--- src/rtl/fifo_cfg_pkg.sv ---
`default_nettype none

package fifo_cfg_pkg;

   // read width equals one lane
   localparam int LANE_W = 8;
   localparam int N_LANES = 4;

   // depth in bytes and per lane as log2
   localparam int ADDR_W = 6;
   localparam int LANE_ADDR_W = 4;

   localparam int WIDE_W = LANE_W * N_LANES;
   localparam int FIFO_SIZE = 2 ** ADDR_W;
   // one extra bit so a completely full FIFO can be counted
   localparam int LEVEL_W = ADDR_W + 1;

   typedef logic [WIDE_W-1:0] wide_data_t;
   typedef logic [LANE_W-1:0] narrow_data_t;

   // write pointer counts words, read pointer counts bytes
   typedef logic [LANE_ADDR_W-1:0] wide_addr_t;
   typedef logic [ADDR_W-1:0] narrow_addr_t;

   typedef logic [LEVEL_W-1:0] level_t;

endpackage

`default_nettype wire

--- src/rtl/fifo_mem_pkg.sv ---
`default_nettype none

package fifo_mem_pkg;

   // one write command for all lane banks
   typedef struct packed {
      logic [fifo_cfg_pkg::N_LANES-1:0] en;
      fifo_cfg_pkg::wide_addr_t addr;
      fifo_cfg_pkg::narrow_data_t [fifo_cfg_pkg::N_LANES-1:0] data;
   } lane_wr_t;

   // all lanes read the same row
   typedef struct packed {
      logic en;
      fifo_cfg_pkg::wide_addr_t addr;
   } lane_rd_req_t;

   // registered bytes from the banks with lane 0 lowest
   typedef struct packed {
      fifo_cfg_pkg::narrow_data_t [fifo_cfg_pkg::N_LANES-1:0] lane;
   } lane_rd_rsp_t;

endpackage

`default_nettype wire

--- src/rtl/lane_ram.sv ---
`timescale 1ns/1ps
`default_nettype none

module lane_ram (
   input  logic                        clk_i,

   input  logic                        w_en_i,
   input  fifo_cfg_pkg::wide_addr_t    w_addr_i,
   input  fifo_cfg_pkg::narrow_data_t  w_data_i,

   input  logic                        r_en_i,
   input  fifo_cfg_pkg::wide_addr_t    r_addr_i,
   output fifo_cfg_pkg::narrow_data_t  r_data_o
);

   import fifo_cfg_pkg::*;

   localparam int DEPTH = 2 ** LANE_ADDR_W;

   narrow_data_t mem_q [DEPTH];

   always_ff @(posedge clk_i) begin
      if (w_en_i) begin
         mem_q[w_addr_i] <= w_data_i;
      end
   end

   // output register keeps the last byte read
   always_ff @(posedge clk_i) begin
      if (r_en_i) begin
         r_data_o <= mem_q[r_addr_i];
      end
   end

endmodule

`default_nettype wire

--- src/rtl/ram_2p_asym.sv ---
`timescale 1ns/1ps
`default_nettype none

module ram_2p_asym (
   input  logic                        clk_i,
   input  logic                        rst_n_i,
   input  logic                        clk_en_i,

   // wide write port, word address
   input  logic                        w_en_i,
   input  fifo_cfg_pkg::wide_addr_t    w_addr_i,
   input  fifo_cfg_pkg::wide_data_t    w_data_i,

   // narrow read port, byte address
   input  logic                        r_en_i,
   input  fifo_cfg_pkg::narrow_addr_t  r_addr_i,
   output fifo_cfg_pkg::narrow_data_t  r_data_o,

   output fifo_mem_pkg::lane_wr_t      mem_wr_o,
   output fifo_mem_pkg::lane_rd_req_t  mem_rd_o,
   input  fifo_mem_pkg::lane_rd_rsp_t  mem_rd_i
);

   import fifo_cfg_pkg::*;

   // low byte address bits pick the lane
   localparam int SEL_W = ADDR_W - LANE_ADDR_W;

   typedef logic [SEL_W-1:0] lane_sel_t;

   lane_sel_t rd_sel_q;

   // a word always fills one row across every lane
   assign mem_wr_o.en   = {N_LANES{w_en_i}};
   assign mem_wr_o.addr = w_addr_i;
   assign mem_wr_o.data = w_data_i;

   assign mem_rd_o.en   = r_en_i;
   assign mem_rd_o.addr = r_addr_i[ADDR_W-1:SEL_W];

   // select is registered alongside the bank read
   always_ff @(posedge clk_i or negedge rst_n_i) begin
      if (!rst_n_i) begin
         rd_sel_q <= '0;
      end else if (clk_en_i && r_en_i) begin
         rd_sel_q <= r_addr_i[SEL_W-1:0];
      end
   end

   assign r_data_o = mem_rd_i.lane[rd_sel_q];

   // a row is never read in the cycle it is written
   a_no_row_collision: assert property (
      @(posedge clk_i) disable iff (!rst_n_i)
      !(w_en_i && r_en_i && (w_addr_i == r_addr_i[ADDR_W-1:SEL_W]))
   );

endmodule

`default_nettype wire

--- src/rtl/fifo_sync_asym.sv ---
`timescale 1ns/1ps
`default_nettype none

module fifo_sync_asym (
   input  logic                        clk_i,
   input  logic                        rst_n_i,
   input  logic                        rst_i,
   input  logic                        clk_en_i,

   // write side
   input  logic                        w_en_i,
   input  fifo_cfg_pkg::wide_data_t    w_data_i,
   output logic                        w_full_o,

   // read side
   input  logic                        r_en_i,
   output fifo_cfg_pkg::narrow_data_t  r_data_o,
   output logic                        r_empty_o,

   output fifo_cfg_pkg::level_t        level_o,

   // external lane memory
   output fifo_mem_pkg::lane_wr_t      mem_wr_o,
   output fifo_mem_pkg::lane_rd_req_t  mem_rd_o,
   input  fifo_mem_pkg::lane_rd_rsp_t  mem_rd_i
);

   import fifo_cfg_pkg::*;

   // level steps in bytes
   localparam level_t W_INCR = level_t'(N_LANES);
   localparam level_t R_INCR = level_t'(1);
   localparam level_t MAX_LEVEL = level_t'(FIFO_SIZE);
   // above this a whole word no longer fits
   localparam level_t FULL_LEVEL = MAX_LEVEL - W_INCR;

   logic         w_en_int;
   logic         r_en_int;
   wide_addr_t   w_addr_q;
   narrow_addr_t r_addr_q;
   level_t       level_q;
   level_t       level_nxt;
   logic         r_empty_q;
   logic         w_full_q;

   // requests on a full or empty FIFO are dropped here
   assign w_en_int = w_en_i && !w_full_q && clk_en_i;
   assign r_en_int = r_en_i && !r_empty_q && clk_en_i;

   always_comb begin
      level_nxt = level_q;
      if (w_en_int) begin
         level_nxt = level_nxt + W_INCR;
      end
      if (r_en_int) begin
         level_nxt = level_nxt - R_INCR;
      end
   end

   always_ff @(posedge clk_i or negedge rst_n_i) begin
      if (!rst_n_i) begin
         w_addr_q  <= '0;
         r_addr_q  <= '0;
         level_q   <= '0;
         r_empty_q <= 1'b1;
         w_full_q  <= 1'b0;
      end else if (clk_en_i) begin
         if (rst_i) begin
            w_addr_q  <= '0;
            r_addr_q  <= '0;
            level_q   <= '0;
            r_empty_q <= 1'b1;
            w_full_q  <= 1'b0;
         end else begin
            // pointers wrap on their own width
            if (w_en_int) begin
               w_addr_q <= w_addr_q + 1'b1;
            end
            if (r_en_int) begin
               r_addr_q <= r_addr_q + 1'b1;
            end
            level_q   <= level_nxt;
            r_empty_q <= level_nxt < R_INCR;
            w_full_q  <= level_nxt > FULL_LEVEL;
         end
      end
   end

   assign level_o   = level_q;
   assign r_empty_o = r_empty_q;
   assign w_full_o  = w_full_q;

   ram_2p_asym i_ram_2p_asym (
      .clk_i    (clk_i),
      .rst_n_i  (rst_n_i),
      .clk_en_i (clk_en_i),
      .w_en_i   (w_en_int),
      .w_addr_i (w_addr_q),
      .w_data_i (w_data_i),
      .r_en_i   (r_en_int),
      .r_addr_i (r_addr_q),
      .r_data_o (r_data_o),
      .mem_wr_o (mem_wr_o),
      .mem_rd_o (mem_rd_o),
      .mem_rd_i (mem_rd_i)
   );

   a_level_max: assert property (
      @(posedge clk_i) disable iff (!rst_n_i)
      level_o <= MAX_LEVEL
   );

   // an effective write needs room for a whole word
   a_no_write_when_full: assert property (
      @(posedge clk_i) disable iff (!rst_n_i)
      w_en_int |-> (level_q <= FULL_LEVEL)
   );

endmodule

`default_nettype wire

--- src/rtl/fifo_subsys_top.sv ---
`timescale 1ns/1ps
`default_nettype none

module fifo_subsys_top (
   input  logic                        clk_i,
   input  logic                        rst_n_i,
   input  logic                        rst_i,
   input  logic                        clk_en_i,

   input  logic                        w_en_i,
   input  fifo_cfg_pkg::wide_data_t    w_data_i,
   output logic                        w_full_o,

   input  logic                        r_en_i,
   output fifo_cfg_pkg::narrow_data_t  r_data_o,
   output logic                        r_empty_o,

   output fifo_cfg_pkg::level_t        level_o
);

   import fifo_cfg_pkg::*;
   import fifo_mem_pkg::*;

   lane_wr_t          mem_wr;
   lane_rd_req_t      mem_rd;
   // each bank drives its own byte of the response
   wire lane_rd_rsp_t mem_rsp;

   fifo_sync_asym i_fifo_sync_asym (
      .clk_i     (clk_i),
      .rst_n_i   (rst_n_i),
      .rst_i     (rst_i),
      .clk_en_i  (clk_en_i),
      .w_en_i    (w_en_i),
      .w_data_i  (w_data_i),
      .w_full_o  (w_full_o),
      .r_en_i    (r_en_i),
      .r_data_o  (r_data_o),
      .r_empty_o (r_empty_o),
      .level_o   (level_o),
      .mem_wr_o  (mem_wr),
      .mem_rd_o  (mem_rd),
      .mem_rd_i  (mem_rsp)
   );

   for (genvar g = 0; g < N_LANES; g++) begin : g_lane
      lane_ram i_lane_ram (
         .clk_i    (clk_i),
         .w_en_i   (mem_wr.en[g]),
         .w_addr_i (mem_wr.addr),
         .w_data_i (mem_wr.data[g]),
         .r_en_i   (mem_rd.en),
         .r_addr_i (mem_rd.addr),
         .r_data_o (mem_rsp.lane[g])
      );
   end

endmodule

`default_nettype wire

--- config.mk ---
export PLATFORM = sky130hd
export DESIGN_NAME = fifo_subsys_top
export DESIGN_NICKNAME = d
export VERILOG_FILES = /design/src/rtl/fifo_cfg_pkg.sv /design/src/rtl/fifo_mem_pkg.sv /design/src/rtl/lane_ram.sv /design/src/rtl/ram_2p_asym.sv /design/src/rtl/fifo_sync_asym.sv /design/src/rtl/fifo_subsys_top.sv
export SDC_FILE = /design/constraint.sdc
export NUM_CORES = 1
export LEC_CHECK = 0
export BUFFER_PORTS_ARGS = -buffer_cell sky130_fd_sc_hd__clkbuf_2
export CORE_MARGIN = 4
export CORE_UTILIZATION = 62
export DETAILED_ROUTE_END_ITERATION = 12
export GPL_TIMING_DRIVEN = 0
export MAX_ROUTING_LAYER = met4
export PLACE_DENSITY_LB_ADDON = 0.2
export SYNTH_ARGS = -nofsm -noshare
export SYNTH_HDL_FRONTEND = slang
export SYNTH_SLANG_ARGS = --single-unit
export TNS_END_PERCENT = 30
--- constraint.sdc ---
create_clock -name clk_i -period 3.2 [get_ports clk_i]
set_input_delay 0.48 -clock clk_i [delete_from_list [all_inputs] [get_ports clk_i]]
set_output_delay 0.48 -clock clk_i [all_outputs]
set_load 0.05 [all_outputs]
==> reports/results.ini <==
[status]
status = completed

[global_routing]
grt_overflow = 0
grtUsageMet1 = 0.3641
antenna_found_initial = 1
grt_max_degree = 42
grt-busiest-layer = met2
grtUsageTotal = 0.2624
gr-usage-met3 = 0.04448
grt_pass1_wl_mm = 69.94
grtUsageMet2 = 0.4149
grt_pass1_vias = 10280

[placed_design]
dp_worst_setup_slack_ps = 128.4
portBuffers = 54
placed_area_sq_um = 23040
globalplace.congestion = 0.7953
place_hpwl_mm = 28.07
numPlacedInstances = 1441

[routing]
drc = 0
wl_per_cell_um = 30.78
final_antenna_net_count = 0
drtIter0Drc = 1084
routed_wirelength_mm = 47.52
via_per_inst = 6.578
dr_total_vias = 10160
drt_pass1_iterations = 5

[floorplanning]
fp.dieW_um = 195.8
die_area_sq_um = 38330
initial_utilization = 0.6313
fp-row-count = 68
die_h_um = 195.8
io-pin-count = 55
coreArea_sq_um = 34630

[flow_run]
cap_violations = 0

[final_layout]
utilization = 0.7151
layout_common_cells = edfxtp_1, mux4_2, clkbuf_16
final_area_sq_um = 24760
nets = 1088
layout_commonest_cell = edfxtp_1
areaGrowthSynthToFinish_pct = 13.27
instances_no_fill = 1544
drive_gt1_frac = 0.3364

[sta]
period_share = 0.9821
setup_violations = 0
rsz0062_at_grt = yes
report.final.slew_viol_count = 0
post-route-min-period_ps = 3143
fmaxAchievable_ghz = 0.3182
hold_viol = 0
skew_ps = 16.42
slew_headroom = 0.2544
worstMarginPinSlew_ps = 1118
setup_ws_ps = 57.33

[clock_tree]
cts.sinks = 565
path_clk_slew_ps = 60
root_buffer = clkbuf_16
cts_tree = built
insertion_delay_ps = 580
clockBufferDepth = 3
cts_buffers = 54
h-tree-depth = 2
postCtsSetupRepairBufs = 0

[pwr]
ir_drop_mv = 0.6651
power.leakage_nw = 7.756
total_power_mw = 15.62
p_per_area_nw_per_um2 = 630.8

[yosys]
syn-mean-instance-area_sq_um = 23.87
ys.flop_type = edfxtp_1
ys_top_cells_by_area = edfxtp_1, mux4_2, dfrtp_1
synth_top_area_frac = 0.7473
syn_nets = 961
synth-seq-area-share = 0.7713
ys_types = 54
synth_edf_count = 544
netlist_instances = 916
synth_area_sq_um = 21860
ys_seq_elements = 565
synth_top_area_cell = edfxtp_1
synthArstFlopShare = 0.03717
yosys_warnings = 0

[setup_path]
cp_max_fo = 10
crit_path_start_kind = flop
crit_required_ps = 3490
r2r_cells = 5
end_kind = flop
timing.rr.end = g_lane[0].i_lane_ram.r_data_o[5]
worstPathArrival_ps = 3440
crit_type = flop to flop
ff2ff_setup_slack_ps = 60
r2r_start = i_fifo_sync_asym.r_addr_q[3]

[hold_path]
min_path_cells = 2
min-delay-start = rst_i
hold_end = i_fifo_sync_asym.level_o[2]
hold_class = primary input to flop

[per-layer routing]
layer	vias to the layer above	wire length (um)
met5	-	0
met3	99	3342
met2	441	23940
met4	0	1370
li1	4166	-
met1	5450	18870
[worst max-delay path: stages (launching register included)]
cell and delay (ps):
dfrtp_1 340, clkbuf_1 220, clkbuf_1 570, buf_1 750
mux4_2 420, mux4_2 540
[cells in the mapped netlist, types with 4 or more instances]
cell type,n
buf_2,6
nor3_1,4
ha_1,7
nand3_1,6
nor2_1,17
xor2_1,10
clkbuf_1,13
mux4_2,168
o21ai_0,4
and2_1,18
buf_1,13
buf_6,9
nand2_1,12
a21oi_1,6
dfrtp_1,20
inv_1,8
edfxtp_1,544
[cell families (layout without fill, tap and decap cells)]
family | after synthesis | in the layout | synth area share
buffers and inverters | 53 | 225 | 0.01299
DFF | 565 | 565 | 0.7713
adders and majority gates | 7 | 7 | 0.004006
muxes | 170 | 170 | 0.1742
AOI/OAI and AO/OA | 28 | 28 | 0.009616
and+or+nand+nor | 79 | 79 | 0.02101
xor gates and xnor gates | 14 | 14 | 0.006811
other | 0 | 1 | 0
[stage by stage]
stage	TNS [ps]	hold WS (ps)
floorplan	0	184.4
global placement	-129950	482.3
detailed placement	0	488.9
CTS	0	214.2
global route	0	250.6
finish	0	251.8
[worst max-delay path by stage]
stage	end	depth (start not counted)	slack, ps	startpoint
2_1_floorplan	g_lane[0].i_lane_ram.mem_q[4][0]	5	640	i_fifo_sync_asym.w_full_o
3_3_place_gp	g_lane[0].i_lane_ram.mem_q[7][5]	6	-400	clk_en_i
3_5_place_dp	g_lane[1].i_lane_ram.r_data_o[1]	5	130	i_fifo_sync_asym.r_addr_q[3]
4_1_cts	g_lane[1].i_lane_ram.r_data_o[1]	5	30	i_fifo_sync_asym.r_addr_q[3]
5_1_grt	g_lane[0].i_lane_ram.r_data_o[5]	5	3	i_fifo_sync_asym.r_addr_q[3]
6_report	g_lane[0].i_lane_ram.r_data_o[5]	5	60	i_fifo_sync_asym.r_addr_q[3]
[state kept, by name, summed over array words and instances, names as in the netlist]
name,count
i_fifo_sync_asym.w_addr_q,4
i_fifo_sync_asym.r_empty_o,1
i_fifo_sync_asym.r_addr_q,6
i_fifo_sync_asym.i_ram_2p_asym.rd_sel_q,2
g_lane.i_lane_ram.mem_q,512
i_fifo_sync_asym.level_o,7
g_lane.i_lane_ram.r_data_o,32
i_fifo_sync_asym.w_full_o,1
[power breakdown]
group | total (mW) | switching [mW] | internal (mW) | leakage (nW)
logic | 1.17 | 0.771 | 0.400 | 1.73
clock network | 6.11 | 2.62 | 3.49 | 0.840
registers | 8.34 | 0.0932 | 8.25 | 5.19
total | 15.6 | 3.48 | 12.1 | 7.76
[cell type report]
cell class,count,area (sq um)
well taps,455,569.3
clock buffers,73,1526
repair buffers,71,600.6
fillers,1981,9866
inverters,10,40.04
clock inverters,28,180.2
flip-flops and latches,565,16860
plain buffers,43,246.5
multi-input cells,298,4735
diodes,1,2.502
[repair_timing]
action | CTS | global route
endpoints found under the hold margin | 20 | 0
setup endpoints to repair | 0 | 7
gates resized for setup | 0 | 4
hold buffers | 1 | 0
Note: power is estimated with default switching activity, not from simulation.
